## config.mk

```make
export PLATFORM = sky130hd
export DESIGN_NAME = net_ctrl_top
export DESIGN_NICKNAME = d
export VERILOG_FILES = /design/src/logic/net_ctrl_pkg.sv /design/src/logic/net_stat_pkg.sv /design/src/logic/reg_slice.sv /design/src/logic/net_slice_array.sv /design/src/logic/arp_cache.sv /design/src/logic/net_ctrl_top.sv
export VERILOG_INCLUDE_DIRS = /design/src /design/src/logic
export SDC_FILE = /design/constraint.sdc
export NUM_CORES = 1
export LEC_CHECK = 0
export BUFFER_PORTS_ARGS = -buffer_cell sky130_fd_sc_hd__buf_2
export CORE_MARGIN = 2
export CORE_UTILIZATION = 61
export DETAILED_ROUTE_END_ITERATION = 16
export GPL_TIMING_DRIVEN = 0
export HOLD_SLACK_MARGIN = 0.08
export PLACE_DENSITY_LB_ADDON = 0.25
export SYNTH_ARGS = -nofsm -noshare
export SYNTH_HDL_FRONTEND = slang
export SYNTH_SLANG_ARGS = --single-unit
```

## constraint.sdc

```tcl
create_clock -name aclk -period 9.44 [get_ports aclk]
set_input_delay 0.472 -clock aclk [delete_from_list [all_inputs] [get_ports aclk]]
set_output_delay 0.472 -clock aclk [all_outputs]
set_load 0.005 [all_outputs]
```

## src/logic/net_consts.svh

```systemverilog
// Network control path constants
// Slice depth, ARP cache geometry, statistics counter width

`ifndef NET_CONSTS_SVH
`define NET_CONSTS_SVH

// Default register slice depth between user and network side
`define NET_N_STAGES 2

// ARP cache geometry, index taken from the low IP bits
`define NET_ARP_ENTRIES 8
`define NET_ARP_IDX_BITS 3

// Width of each statistics counter
`define NET_STAT_BITS 16

`endif

```

## src/logic/net_ctrl_pkg.sv

```systemverilog
// Control channel types of the network stack
// Address types, ARP opcodes, ARP request and reply messages

package net_ctrl_pkg;

  // IPv4 address
  typedef logic [31:0] ip_addr_t;

  // Ethernet MAC address
  typedef logic [47:0] mac_addr_t;

  // ARP service opcodes
  typedef enum logic {
    ARP_LOOKUP = 1'b0,
    ARP_LEARN  = 1'b1
  } arp_op_e;

  // Request towards the ARP cache
  // mac only meaningful for learn
  typedef struct packed {
    arp_op_e   op;
    ip_addr_t  ip;
    mac_addr_t mac;
  } arp_req_t;

  // Reply to a lookup
  // ip echoed from the request, mac zero on a miss
  typedef struct packed {
    logic      hit;
    ip_addr_t  ip;
    mac_addr_t mac;
  } arp_rsp_t;

endpackage

```

## src/logic/net_stat_pkg.sv

```systemverilog
// Statistics types of the network stack
// Operation counters reported back to the user side

`include "net_consts.svh"

package net_stat_pkg;

  // Counters wrap at their width
  typedef logic [`NET_STAT_BITS-1:0] stat_cnt_t;

  // ARP cache operation counts
  typedef struct packed {
    stat_cnt_t lookups;
    stat_cnt_t hits;
    stat_cnt_t learns;
  } net_stat_t;

endpackage

```

## src/logic/reg_slice.sv

```systemverilog
// Valid/ready register slice
// Two-entry skid buffer, full throughput, registered input ready

`timescale 1ns/1ps

module reg_slice #(
  parameter int WIDTH = 32
) (
  input  logic             aclk,
  input  logic             rst_n,
  input  logic             s_valid,
  output logic             s_ready,
  input  logic [WIDTH-1:0] s_data,
  output logic             m_valid,
  input  logic             m_ready,
  output logic [WIDTH-1:0] m_data
);

  // Main output register
  logic             main_valid;
  logic [WIDTH-1:0] main_data;

  // Skid register, catches the item that arrives during a stall
  logic             skid_valid;
  logic [WIDTH-1:0] skid_data;

  // Main register free to load this cycle
  logic main_free;

  assign main_free = m_ready || !main_valid;

  // Ready only from own state, no path from m_ready
  assign s_ready = !skid_valid;

  assign m_valid = main_valid;
  assign m_data  = main_data;

  // Control state
  always_ff @(posedge aclk or negedge rst_n) begin
    if (!rst_n) begin
      main_valid <= 1'b0;
      skid_valid <= 1'b0;
    end else if (main_free) begin
      // Skid drains first, otherwise take the input directly
      if (skid_valid) begin
        main_valid <= 1'b1;
        skid_valid <= 1'b0;
      end else begin
        main_valid <= s_valid;
      end
    end else if (s_valid && s_ready) begin
      // Output stalled, park the incoming item
      skid_valid <= 1'b1;
    end
  end

  // Payload registers
  always_ff @(posedge aclk) begin
    if (main_free) begin
      if (skid_valid) begin
        main_data <= skid_data;
      end else if (s_valid) begin
        main_data <= s_data;
      end
    end else if (s_valid && s_ready) begin
      skid_data <= s_data;
    end
  end

endmodule

```

## src/logic/net_slice_array.sv

```systemverilog
// Register slice chain between user and network side
// N_STAGES slices per control channel, reply channel reversed
// Plain register pipe for the statistics record

`timescale 1ns/1ps

`include "net_consts.svh"

module net_slice_array #(
  parameter int N_STAGES = `NET_N_STAGES
) (
  input  logic                   aclk,
  input  logic                   rst_n,

  // User side
  input  logic                   s_arp_req_valid,
  output logic                   s_arp_req_ready,
  input  net_ctrl_pkg::arp_req_t s_arp_req_data,
  output logic                   m_arp_rsp_valid,
  input  logic                   m_arp_rsp_ready,
  output net_ctrl_pkg::arp_rsp_t m_arp_rsp_data,
  input  logic                   s_set_ip_valid,
  output logic                   s_set_ip_ready,
  input  net_ctrl_pkg::ip_addr_t s_set_ip_data,
  input  logic                   s_set_mac_valid,
  output logic                   s_set_mac_ready,
  input  net_ctrl_pkg::mac_addr_t s_set_mac_data,
  output net_stat_pkg::net_stat_t m_net_stats,

  // Network side
  output logic                   m_arp_req_valid,
  input  logic                   m_arp_req_ready,
  output net_ctrl_pkg::arp_req_t m_arp_req_data,
  input  logic                   s_arp_rsp_valid,
  output logic                   s_arp_rsp_ready,
  input  net_ctrl_pkg::arp_rsp_t s_arp_rsp_data,
  output logic                   m_set_ip_valid,
  input  logic                   m_set_ip_ready,
  output net_ctrl_pkg::ip_addr_t m_set_ip_data,
  output logic                   m_set_mac_valid,
  input  logic                   m_set_mac_ready,
  output net_ctrl_pkg::mac_addr_t m_set_mac_data,
  input  net_stat_pkg::net_stat_t s_net_stats
);

  // Stage boundaries, index 0 at the sending end of each channel
  logic [N_STAGES:0]       req_valid, req_ready;
  net_ctrl_pkg::arp_req_t  req_data [N_STAGES+1];
  logic [N_STAGES:0]       rsp_valid, rsp_ready;
  net_ctrl_pkg::arp_rsp_t  rsp_data [N_STAGES+1];
  logic [N_STAGES:0]       ip_valid, ip_ready;
  net_ctrl_pkg::ip_addr_t  ip_data [N_STAGES+1];
  logic [N_STAGES:0]       mac_valid, mac_ready;
  net_ctrl_pkg::mac_addr_t mac_data [N_STAGES+1];

  // Statistics pipe registers
  net_stat_pkg::net_stat_t stat_q [N_STAGES];

  // Requests and settings enter from the user
  assign req_valid[0]      = s_arp_req_valid;
  assign req_data[0]       = s_arp_req_data;
  assign s_arp_req_ready   = req_ready[0];
  assign ip_valid[0]       = s_set_ip_valid;
  assign ip_data[0]        = s_set_ip_data;
  assign s_set_ip_ready    = ip_ready[0];
  assign mac_valid[0]      = s_set_mac_valid;
  assign mac_data[0]       = s_set_mac_data;
  assign s_set_mac_ready   = mac_ready[0];

  // Replies enter from the network
  assign rsp_valid[0]      = s_arp_rsp_valid;
  assign rsp_data[0]       = s_arp_rsp_data;
  assign s_arp_rsp_ready   = rsp_ready[0];

  // Far ends
  assign m_arp_req_valid   = req_valid[N_STAGES];
  assign m_arp_req_data    = req_data[N_STAGES];
  assign req_ready[N_STAGES] = m_arp_req_ready;
  assign m_set_ip_valid    = ip_valid[N_STAGES];
  assign m_set_ip_data     = ip_data[N_STAGES];
  assign ip_ready[N_STAGES] = m_set_ip_ready;
  assign m_set_mac_valid   = mac_valid[N_STAGES];
  assign m_set_mac_data    = mac_data[N_STAGES];
  assign mac_ready[N_STAGES] = m_set_mac_ready;
  assign m_arp_rsp_valid   = rsp_valid[N_STAGES];
  assign m_arp_rsp_data    = rsp_data[N_STAGES];
  assign rsp_ready[N_STAGES] = m_arp_rsp_ready;

  assign m_net_stats = stat_q[N_STAGES-1];

  for (genvar i = 0; i < N_STAGES; i++) begin : g_stage
    net_stat_pkg::net_stat_t stat_d;

    // ARP request, user to network
    reg_slice #(.WIDTH($bits(net_ctrl_pkg::arp_req_t))) u_req (
      .aclk(aclk), .rst_n(rst_n),
      .s_valid(req_valid[i]), .s_ready(req_ready[i]), .s_data(req_data[i]),
      .m_valid(req_valid[i+1]), .m_ready(req_ready[i+1]), .m_data(req_data[i+1])
    );

    // ARP reply, network to user
    reg_slice #(.WIDTH($bits(net_ctrl_pkg::arp_rsp_t))) u_rsp (
      .aclk(aclk), .rst_n(rst_n),
      .s_valid(rsp_valid[i]), .s_ready(rsp_ready[i]), .s_data(rsp_data[i]),
      .m_valid(rsp_valid[i+1]), .m_ready(rsp_ready[i+1]), .m_data(rsp_data[i+1])
    );

    // Own IP setting
    reg_slice #(.WIDTH($bits(net_ctrl_pkg::ip_addr_t))) u_ip (
      .aclk(aclk), .rst_n(rst_n),
      .s_valid(ip_valid[i]), .s_ready(ip_ready[i]), .s_data(ip_data[i]),
      .m_valid(ip_valid[i+1]), .m_ready(ip_ready[i+1]), .m_data(ip_data[i+1])
    );

    // Own MAC setting
    reg_slice #(.WIDTH($bits(net_ctrl_pkg::mac_addr_t))) u_mac (
      .aclk(aclk), .rst_n(rst_n),
      .s_valid(mac_valid[i]), .s_ready(mac_ready[i]), .s_data(mac_data[i]),
      .m_valid(mac_valid[i+1]), .m_ready(mac_ready[i+1]), .m_data(mac_data[i+1])
    );

    // Stats copied every cycle, no handshake
    if (i == 0) begin : g_head
      assign stat_d = s_net_stats;
    end else begin : g_link
      assign stat_d = stat_q[i-1];
    end

    always_ff @(posedge aclk or negedge rst_n) begin
      if (!rst_n) begin
        stat_q[i] <= '0;
      end else begin
        stat_q[i] <= stat_d;
      end
    end
  end

endmodule

```

## src/logic/arp_cache.sv

```systemverilog
// ARP cache on the network side
// Direct-mapped table indexed by low IP bits, own IP and MAC registers
// One outstanding lookup reply, operation counters

`timescale 1ns/1ps

`include "net_consts.svh"

module arp_cache (
  input  logic                    aclk,
  input  logic                    rst_n,
  input  logic                    s_arp_req_valid,
  output logic                    s_arp_req_ready,
  input  net_ctrl_pkg::arp_req_t  s_arp_req_data,
  output logic                    m_arp_rsp_valid,
  input  logic                    m_arp_rsp_ready,
  output net_ctrl_pkg::arp_rsp_t  m_arp_rsp_data,
  input  logic                    s_set_ip_valid,
  output logic                    s_set_ip_ready,
  input  net_ctrl_pkg::ip_addr_t  s_set_ip_data,
  input  logic                    s_set_mac_valid,
  output logic                    s_set_mac_ready,
  input  net_ctrl_pkg::mac_addr_t s_set_mac_data,
  output net_stat_pkg::net_stat_t m_net_stats
);

  typedef enum logic {
    ST_IDLE,
    ST_REPLY
  } state_e;

  localparam net_stat_pkg::stat_cnt_t CNT_ONE = 1;

  state_e state_q;

  // Table storage, valid bits under reset, tags and MACs plain memory
  logic [`NET_ARP_ENTRIES-1:0] tbl_valid;
  net_ctrl_pkg::ip_addr_t      tbl_ip  [`NET_ARP_ENTRIES];
  net_ctrl_pkg::mac_addr_t     tbl_mac [`NET_ARP_ENTRIES];

  // Own addresses
  net_ctrl_pkg::ip_addr_t  own_ip;
  net_ctrl_pkg::mac_addr_t own_mac;

  logic [`NET_ARP_IDX_BITS-1:0] idx;
  logic                         req_fire, lookup_fire, learn_fire;
  net_ctrl_pkg::arp_rsp_t       lkp_rsp, rsp_q;
  net_stat_pkg::net_stat_t      stats_q;

  // No new request while a reply is waiting
  assign s_arp_req_ready = (state_q == ST_IDLE);
  assign s_set_ip_ready  = 1'b1;
  assign s_set_mac_ready = 1'b1;

  assign req_fire    = s_arp_req_valid && s_arp_req_ready;
  assign lookup_fire = req_fire && (s_arp_req_data.op == net_ctrl_pkg::ARP_LOOKUP);
  assign learn_fire  = req_fire && (s_arp_req_data.op == net_ctrl_pkg::ARP_LEARN);

  assign idx = s_arp_req_data.ip[`NET_ARP_IDX_BITS-1:0];

  // Lookup result, own address takes priority over the table
  always_comb begin
    lkp_rsp.ip = s_arp_req_data.ip;
    if (s_arp_req_data.ip == own_ip) begin
      lkp_rsp.hit = 1'b1;
      lkp_rsp.mac = own_mac;
    end else if (tbl_valid[idx] && (tbl_ip[idx] == s_arp_req_data.ip)) begin
      lkp_rsp.hit = 1'b1;
      lkp_rsp.mac = tbl_mac[idx];
    end else begin
      lkp_rsp.hit = 1'b0;
      lkp_rsp.mac = '0;
    end
  end

  // Reply sequencing
  always_ff @(posedge aclk or negedge rst_n) begin
    if (!rst_n) begin
      state_q <= ST_IDLE;
    end else begin
      case (state_q)
        ST_IDLE:  if (lookup_fire) state_q <= ST_REPLY;
        ST_REPLY: if (m_arp_rsp_ready) state_q <= ST_IDLE;
        default:  state_q <= ST_IDLE;
      endcase
    end
  end

  // Reply payload held until accepted
  always_ff @(posedge aclk) begin
    if (lookup_fire) begin
      rsp_q <= lkp_rsp;
    end
  end

  assign m_arp_rsp_valid = (state_q == ST_REPLY);
  assign m_arp_rsp_data  = rsp_q;

  // Learn overwrites the indexed entry
  always_ff @(posedge aclk or negedge rst_n) begin
    if (!rst_n) begin
      tbl_valid <= '0;
    end else if (learn_fire) begin
      tbl_valid[idx] <= 1'b1;
    end
  end

  always_ff @(posedge aclk) begin
    if (learn_fire) begin
      tbl_ip[idx]  <= s_arp_req_data.ip;
      tbl_mac[idx] <= s_arp_req_data.mac;
    end
  end

  // Own address registers, always ready
  always_ff @(posedge aclk or negedge rst_n) begin
    if (!rst_n) begin
      own_ip  <= '0;
      own_mac <= '0;
    end else begin
      if (s_set_ip_valid) own_ip <= s_set_ip_data;
      if (s_set_mac_valid) own_mac <= s_set_mac_data;
    end
  end

  // Counters wrap naturally
  always_ff @(posedge aclk or negedge rst_n) begin
    if (!rst_n) begin
      stats_q <= '0;
    end else begin
      if (lookup_fire) stats_q.lookups <= stats_q.lookups + CNT_ONE;
      if (lookup_fire && lkp_rsp.hit) stats_q.hits <= stats_q.hits + CNT_ONE;
      if (learn_fire) stats_q.learns <= stats_q.learns + CNT_ONE;
    end
  end

  assign m_net_stats = stats_q;

endmodule

```

## src/logic/net_ctrl_top.sv

```systemverilog
// Network control path top level
// User-side channels through the slice array to the ARP cache

`timescale 1ns/1ps

`include "net_consts.svh"

module net_ctrl_top #(
  parameter int N_STAGES = `NET_N_STAGES
) (
  input  logic                    aclk,
  input  logic                    rst_n,
  input  logic                    arp_req_valid,
  output logic                    arp_req_ready,
  input  net_ctrl_pkg::arp_req_t  arp_req_data,
  output logic                    arp_rsp_valid,
  input  logic                    arp_rsp_ready,
  output net_ctrl_pkg::arp_rsp_t  arp_rsp_data,
  input  logic                    set_ip_valid,
  output logic                    set_ip_ready,
  input  net_ctrl_pkg::ip_addr_t  set_ip_data,
  input  logic                    set_mac_valid,
  output logic                    set_mac_ready,
  input  net_ctrl_pkg::mac_addr_t set_mac_data,
  output net_stat_pkg::net_stat_t net_stats
);

  // Network side of the slice array
  logic                    n_req_valid, n_req_ready;
  net_ctrl_pkg::arp_req_t  n_req_data;
  logic                    n_rsp_valid, n_rsp_ready;
  net_ctrl_pkg::arp_rsp_t  n_rsp_data;
  logic                    n_ip_valid, n_ip_ready;
  net_ctrl_pkg::ip_addr_t  n_ip_data;
  logic                    n_mac_valid, n_mac_ready;
  net_ctrl_pkg::mac_addr_t n_mac_data;
  net_stat_pkg::net_stat_t n_stats;

  net_slice_array #(.N_STAGES(N_STAGES)) u_slices (
    .aclk(aclk), .rst_n(rst_n),
    .s_arp_req_valid(arp_req_valid), .s_arp_req_ready(arp_req_ready),
    .s_arp_req_data(arp_req_data),
    .m_arp_rsp_valid(arp_rsp_valid), .m_arp_rsp_ready(arp_rsp_ready),
    .m_arp_rsp_data(arp_rsp_data),
    .s_set_ip_valid(set_ip_valid), .s_set_ip_ready(set_ip_ready), .s_set_ip_data(set_ip_data),
    .s_set_mac_valid(set_mac_valid), .s_set_mac_ready(set_mac_ready),
    .s_set_mac_data(set_mac_data),
    .m_net_stats(net_stats),
    .m_arp_req_valid(n_req_valid), .m_arp_req_ready(n_req_ready), .m_arp_req_data(n_req_data),
    .s_arp_rsp_valid(n_rsp_valid), .s_arp_rsp_ready(n_rsp_ready), .s_arp_rsp_data(n_rsp_data),
    .m_set_ip_valid(n_ip_valid), .m_set_ip_ready(n_ip_ready), .m_set_ip_data(n_ip_data),
    .m_set_mac_valid(n_mac_valid), .m_set_mac_ready(n_mac_ready), .m_set_mac_data(n_mac_data),
    .s_net_stats(n_stats)
  );

  arp_cache u_cache (
    .aclk(aclk), .rst_n(rst_n),
    .s_arp_req_valid(n_req_valid), .s_arp_req_ready(n_req_ready), .s_arp_req_data(n_req_data),
    .m_arp_rsp_valid(n_rsp_valid), .m_arp_rsp_ready(n_rsp_ready), .m_arp_rsp_data(n_rsp_data),
    .s_set_ip_valid(n_ip_valid), .s_set_ip_ready(n_ip_ready), .s_set_ip_data(n_ip_data),
    .s_set_mac_valid(n_mac_valid), .s_set_mac_ready(n_mac_ready), .s_set_mac_data(n_mac_data),
    .m_net_stats(n_stats)
  );

endmodule

```

==> results.json, run 1 <==
{
  "peakVddDrop_mv": 0.210,
  "gp_congestion": 0.866,
  "vias_per_cell": 5.86,
  "rrSetupSlack_ps": 4520,
  "grt_usage_pct": 24.8,
  "met3_length_um": 10100,
  "nets": 3906,
  "grt_max_degree": 126,
  "final_cell_area_um2": 76300,
  "arrival_ps": 5560,
  "ys_types": 62,
  "muxShareOfSynthArea_pct": 13.7,
  "fmaxAchievable_mhz": 203,
  "h-tree-depth": 4,
  "clockBufferDepth": 3,
  "crit_required_ps": 10080,
  "drt_iter0_drc": 2962,
  "wire_per_inst_um": 25.0,
  "met1_length_um": 55100,
  "synth_top_family_by_area": "multiplexers",
  "synth_edf_count": 1529,
  "remaining_drc_errors": 0,
  "numCtsBuffers": 171,
  "p_per_area_nw_per_um2": 289,
  "cts_root_buf": "clkbuf_16",
  "ff2ff_path_depth": 9,
  "ys_ff_latch": 1777,
  "routed.top_layer": "met5",
  "worst_pin_slew_ps": 1470,
  "start_kind": "register",
  "hpwl_um": 86200,
  "hold-worst-slack_ps": 152,
  "seq_area_frac_synth_pct": 80.8,
  "core_um2": 105000,
  "synthXorXnorAreaFrac_pct": 1.32,
  "ys_warn_count": 0,
  "wl_met2_um": 63300,
  "cts_tree": "yes",
  "die-area_um2": 108000,
  "synthesis.area_um2": 64500,
  "ctsHoldBuffers": 163,
  "final_cell_mix": "edfxtp_1, mux2_2, buf_2, dfrtp_1, clkbuf_16",
  "crit_chain": "clkbuf_1 > xor2_1 > nor4_1 > nand4_1 > nor2_1 > inv_1 > clkbuf_1 > a21oi_1 > mux2_2",
  "max_stage_delay_ps": 1140,
  "end_kind": "register",
  "clock_sinks": 1777,
  "area_growth_pct": 18.4,
  "fin_crit_ps": 4920,
  "num_vias": 30883,
  "cp_max_fo": 11,
  "synth_fa_ha_area_share_pct": 0.0582,
  "dpl-instance-area_um2": 69200,
  "setup_viol": 0,
  "n_antenna_cell": 0,
  "synth_area_per_cell_um2": 21.4,
  "portBuffers": 297,
  "synth.area.top_cells": "edfxtp_1, dfrtp_1, mux2_2",
  "async_reset_ff_share_pct": 13.8,
  "ys.flop_type": "edfxtp_1",
  "synth_top_area_share_pct": 71.2,
  "gr-total-overflow": 0,
  "skew_ps": 29.4,
  "grt_pass1_vias": 32293,
  "dr.pass1.iters": 8,
  "fin_total_pwr_mw": 22.0,
  "die_x_um": 329,
  "final_common_cell": "edfxtp_1",
  "outcome": "finished, final reports clean",
  "synth_top_area_cell": "edfxtp_1",
  "fin_crit_sh_pct": 52.2,
  "cp_slowest_cell": "nor2_1",
  "maxCapViolations": 0,
  "ant_nets": 0,
  "antenna_found_initial": 7,
  "hp-class": "input pin to asynchronous set/reset pin",
  "start_util_pct": 61.4,
  "cts_resized": 0,
  "rsz0062_at_grt": "false",
  "p_leak_nw": 26.9,
  "cts_setup_buffers": 0,
  "crit_path_frequent_cell": "clkbuf_1",
  "drive_gt1_share_pct": 32.6,
  "synthSimpleGateAreaFrac_pct": 1.88,
  "max_slew_margin_pct": 1.48,
  "insertion_delay_ps": 770,
  "totalWireLength_um": 132000,
  "die_height_um": 329,
  "clk_pin_slew_ps": 60,
  "rows": 119,
  "ios": 300,
  "critPathKind": "register to register",
  "finalHoldViolCount": 0,
  "synth-compound-area-share_pct": 1.31,
  "grt_pass1_wl_um": 199000,
  "syn_inst": 3012,
  "final_max_slew_viol_count": 0
}
==> worst paths after layout <==
path	start	endpoint
max	u_slices.g_stage[1].u_req.m_data[48]	u_cache.m_net_stats[17]
min in group aclk	arp_rsp_ready	u_slices.g_stage[1].u_rsp.m_valid
min reg2reg	u_slices.g_stage[1].stat_d[46]	u_slices.m_net_stats[46]
max reg2reg	u_slices.g_stage[1].u_req.m_data[48]	u_cache.m_net_stats[17]
min	rst_n	u_cache.own_mac[33]
max in group asynchronous	rst_n	u_slices.g_stage[1].stat_d[28]
==> metrics by stage <==
stage / std cells / worst slack, ps / utilization [%] / setup TNS (ps)
after floorplan: 3013 / 1610 / - / 0
after global placement: 4701 / -4090 / 64.4 / -1633750
after detailed placement: 4791 / 4720 / 65.8 / 0
after CTS: 5268 / 4690 / 72.6 / 0
after global routing: 5268 / 4420 / 72.6 / 0
final: 5268 / 4520 / 72.6 / 0
==> kinds of logic (layout without fill, tap and decap cells) <==
| kind of cell | count (synthesis) | count (layout) |
|---|---|---|
| XOR/XNOR | 97 | 97 |
| adder cells (fa/ha/maj) | 3 | 3 |
| multiplexers | 662 | 662 |
| buffers and inverters | 127 | 991 |
| other | 1 | 2 |
| AO/OA/AOI/OAI | 108 | 108 |
| AND/OR/NAND/NOR | 237 | 237 |
| flip-flops | 1777 | 1777 |
==> state kept, by name (all words and copies together), names as in the netlist, 48 cells and up, named ones only <==
name and cells:
u_cache.m_net_stats 48, u_slices.g_stage.u_req.skid_data 162, u_cache.tbl_mac 384, u_slices.g_stage.u_req.m_data 162, u_slices.m_net_stats 48, u_slices.g_stage.u_rsp.skid_data 162
u_slices.g_stage.stat_d 48, u_slices.g_stage.u_mac.m_data 96, u_cache.own_mac 48, u_cache.tbl_ip 256, u_slices.g_stage.u_rsp.m_data 162, u_cache.m_arp_rsp_data 81
u_slices.g_stage.u_ip.m_data 64
==> power by group <==
group	total [mW]	internal, mW	switching, mW
combinational	4.15	1.81	2.34
sequential	11.2	10.4	0.862
clock	6.65	3.86	2.79
==> worst max-delay path: cells and delay by family, from the launching register on <==
kind / cells / cell delay, ps
AND/OR/NAND/NOR: 3 / 1890
buffers and inverters: 3 / 1410
flip-flops: 1 / 670
multiplexers: 1 / 370
AO/OA/AOI/OAI: 1 / 310
XOR/XNOR: 1 / 130
==> metal layers <==
layer / vias to the layer above / GRT usage, %
met3: 225 / 4.52
met5: - / 0
met1: 15815 / 36.0
met2: 1388 / 39.1
met4: 4 / 8.04
li1: 13451 / -
==> Yosys cell counts (2+ instances only) <==
master,n
edfxtp_1,1529
mux2_2,425
dfrtp_1,245
mux4_2,136
mux2i_1,101
nand2_1,93
clkbuf_1,69
xor2_1,64
o31ai_1,49
xnor2_1,33
nor2_1,24
buf_2,20
nand3_1,20
buf_1,17
nand4_1,15
nor3_1,11
or2_2,11
and3_1,10
inv_1,10
nor4_1,10
a22o_1,8
o21ai_0,8
o22ai_1,8
a2111oi_0,7
a211oi_1,7
nand2b_1,6
nor2b_1,6
buf_6,5
nand3b_1,5
a22oi_1,4
buf_4,4
nor3b_1,4
a21oi_1,3
a31oi_1,3
and2_1,3
and4_1,3
dfxtp_1,3
ha_1,3
nand4b_1,3
or3_1,3
a2111oi_4,2
buf_12,2
==> final cells by class <==
| class | count | area [um^2] |
|---|---|---|
| repair buffers | 550 | 4450 |
| inverters | 10 | 42.5 |
| fillers | 6054 | 28800 |
| clock buffers | 226 | 4760 |
| flip-flops and latches | 1777 | 52100 |
| multi-input cells | 1109 | 11900 |
| clock inverters | 88 | 772 |
| well taps | 1391 | 1740 |
| plain buffers | 117 | 549 |
(Power assumes the default switching activity.)
==> inputs of run 2 (changes only) <==
Settings changed: ABC_AREA set to 1, CORE_UTILIZATION 61 to 55.
Clock period 9.44 ns to 4.5 ns, I/O delays scaled along.
==> run 2 against run 1 <==
Cell area rose by 2.5%. Die area rose by 14%. Core utilization is 7.3 points lower. Clock power up 110%. First-iteration DRC count rose by 54%. Largest cell class unchanged.
==> results.json, run 2 <==
{
  "clock_sinks": 1777,
  "ff_latch_area_um2": 52100,
  "crit_buf_inv": 4,
  "finalHoldViolCount": 0,
  "arrival_ps": 4700,
  "crit_chain": "clkbuf_1 > inv_1 > nand2_1 > nand3_1 > nor4_1 > nand2_1 > nor2_2 > buf_2 > clkbuf_1 > nand2_1 > nand2_1",
  "grt_max_degree": 109,
  "async_reset_ff_share_pct": 13.8,
  "hpwl_um": 102000,
  "synth_top_area_share_pct": 69.3,
  "start_kind": "register",
  "p_leak_nw": 29.8,
  "die_height_um": 351,
  "dpl-instance-area_um2": 71100,
  "drive_gt1_share_pct": 16.8,
  "area_growth_pct": 18.0,
  "end_kind": "register",
  "p_sw_mw": 15.5,
  "syn_inst": 4636,
  "final_cell_area_um2": 78200,
  "insertion_delay_ps": 780,
  "gr-total-overflow": 0,
  "cp_max_fo": 10,
  "synthSimpleGateAreaFrac_pct": 11.0,
  "ios": 300,
  "wire_per_inst_um": 21.3,
  "critPathTopFamily": "buffers and inverters",
  "worst_pin_slew_ps": 1180,
  "maxCapViolations": 0,
  "remaining_drc_errors": 0,
  "grt_pass1_vias": 37971,
  "synthesis.area_um2": 66300,
  "max_stage_delay_ps": 700,
  "clockBufferDepth": 3,
  "cp_slowest_cell": "edfxtp_1",
  "seq_power_share_pct": 48.9,
  "ys.flop_type": "edfxtp_1",
  "ys_types": 37,
  "grt_usage_pct": 24.6,
  "clk_pin_slew_ps": 60,
  "final_max_slew_viol_count": 0,
  "skew_ps": 23.3,
  "vias_per_cell": 5.44,
  "synth_top_family_by_area": "simple AND/OR/NAND/NOR gates",
  "nets": 5513,
  "seq_area_frac_synth_pct": 78.6,
  "largest_register_ffs": 384,
  "combPwrFrac_pct": 22.9,
  "drt_iter0_drc": 4553,
  "setup_viol": 0,
  "cts_root_buf": "clkbuf_16",
  "multiInputGateArea_um2": 12800,
  "synth_top_area_cell": "edfxtp_1",
  "h-tree-depth": 4,
  "muxShareOfSynthArea_pct": 3.77,
  "synth-compound-area-share_pct": 3.59,
  "hp-class": "input pin to register",
  "outcome": "finished, final reports clean",
  "rsz0062_at_grt": "false",
  "regMostFlops": "u_cache.tbl_mac",
  "crit_required_ps": 5130,
  "num-fill-cells": 8516,
  "synth_edf_count": 1529,
  "synth_area_per_cell_um2": 14.3,
  "fmaxAchievable_mhz": 245,
  "fin_crit_ps": 4080,
  "p_int_mw": 33.4,
  "final_common_cell": "edfxtp_1",
  "cts_tree": "yes",
  "rows": 127,
  "layoutNonFillerInstCount": 7095,
  "p_per_area_nw_per_um2": 625,
  "max_slew_margin_pct": 21.6,
  "gp_congestion": 0.908,
  "post-synth-top-count-cell": "edfxtp_1",
  "peakVddDrop_mv": 0.445,
  "portBuffers": 297,
  "grt_pass1_wl_um": 228000,
  "critPathKind": "register to register",
  "synth.area.top_cells": "edfxtp_1, dfrtp_1, nand2_1",
  "die_x_um": 351,
  "hold-worst-slack_ps": 156,
  "num_vias": 38605,
  "synthXorXnorAreaFrac_pct": 0.634,
  "numCtsBuffers": 173,
  "place_inst": 6613,
  "synth_fa_ha_area_share_pct": 0.0566,
  "ys_ff_latch": 1777,
  "ys_top_cells_by_count": "edfxtp_1, nand2_1, dfrtp_1, nor2_1, mux2_2",
  "pwr-share-clk_pct": 28.2,
  "start_util_pct": 55.3,
  "fin_crit_sh_pct": 90.6,
  "ys_warn_count": 0,
  "switching_share_pct": 31.6,
  "dr.pass1.iters": 5,
  "crit_path_frequent_cell": "nand2_1",
  "final_cell_mix": "edfxtp_1, nand2_1, buf_2, dfrtp_1, mux2_2",
  "die-area_um2": 123000,
  "totalWireLength_um": 151000,
  "antenna_found_initial": 6,
  "ant_nets": 0,
  "core_um2": 120000,
  "top_regs": "u_cache.tbl_mac x384, u_cache.tbl_ip x256"
}
run 2: changes by cell type after synthesis, sizes merged, moves of 141 or more:
cell   previous run  this run
nand2            93      1341
nand3            20       208
a21oi             3       146
inv              10       151
nor2             24       228
mux2            425       222
run 2: per-stage QoR:
step | setup WS [ps] | utilization [%] | total power, mW | setup TNS, ps
2_1_floorplan | -1590 | - | 30.1 | -818600
3_3_place_gp | -6220 | 58.3 | 34.6 | -4567710
3_5_place_dp | 577 | 59.4 | 35.1 | 0
4_1_cts | 530 | 65.3 | 48.9 | 0
5_1_grt | 297 | 65.3 | 50.9 | 0
6_report | 424 | 65.3 | 48.9 | 0
run 2: routing by layer:
metal	wire [um]	vias up	global-route usage, %
met1	64500	18797	36.0
met2	69000	1700	38.1
met3	13700	257	4.39
li1	-	17847	-
met4	3850	4	7.68
met5	24	-	0
run 2: power groups by stage:
stage               clock, mW  sequential (mW)  combinational (mW)
floorplan                   0             23.5                6.56
CTS                      13.9             23.9                11.1
global route             14.6             24.2                12.2
detailed placement          0             24.2                10.9
finish                   13.8             23.9                11.2
global placement            0             24.5                10.2
run 2: area by class of cell:
type / instances / share of cell area [%]
Antenna cell: 1 / 0.00320
Buffer: 217 / 1.24
Clock buffer: 243 / 6.14
Clock inverter: 71 / 0.771
Inverter: 153 / 0.737
Multi-Input combinational cell: 2490 / 16.4
Sequential cell: 1777 / 66.6
Tap cell: 1612 / 2.58
Timing Repair Buffer: 531 / 5.53
run 2: kinds of logic (layout without fill, tap and decap cells):
| group | Yosys count | count (layout) |
|---|---|---|
| and+or+nand+nor | 1835 | 1835 |
| DFF | 1777 | 1777 |
| AOI/OAI and AO/OA | 380 | 380 |
| buffers and inverters | 370 | 1215 |
| muxes | 222 | 222 |
| xor gates and xnor gates | 48 | 48 |
| adders and majority gates | 3 | 3 |
| other | 1 | 3 |
run 2: worst paths after layout:
check	startpoint	end	slack, ps	cells after the start
min in group asynchronous	rst_n	u_cache.m_net_stats[29]	570	4
max in group asynchronous	rst_n	u_slices.m_net_stats[10]	2990	5
max	u_slices.g_stage[1].u_req.m_data[50]	u_cache.m_arp_rsp_data[21]	420	11
min reg2reg	u_slices.g_stage[1].stat_d[25]	u_slices.m_net_stats[25]	350	0
min	set_ip_data[12]	u_slices.g_stage[0].u_ip.m_data[12]	160	2
max reg2reg	u_slices.g_stage[1].u_req.m_data[50]	u_cache.m_arp_rsp_data[21]	420	11
run 2: worst reg2reg max path, cell delays in order (launching register included):
cell	delay, ps
edfxtp_1	700
clkbuf_1	560
inv_1	430
nand2_1	150
nand3_1	110
nor4_1	190
nand2_1	100
nor2_2	530
buf_2	450
clkbuf_1	480
nand2_1	140
nand2_1	120
run 2: timing repair:
action / 4_1_cts / 5_1_grt
hold endpoints to repair: 463 / 0
gates resized for setup: 0 / 0
buffers inserted: 0 / 0
hold buffers: 167 / 0
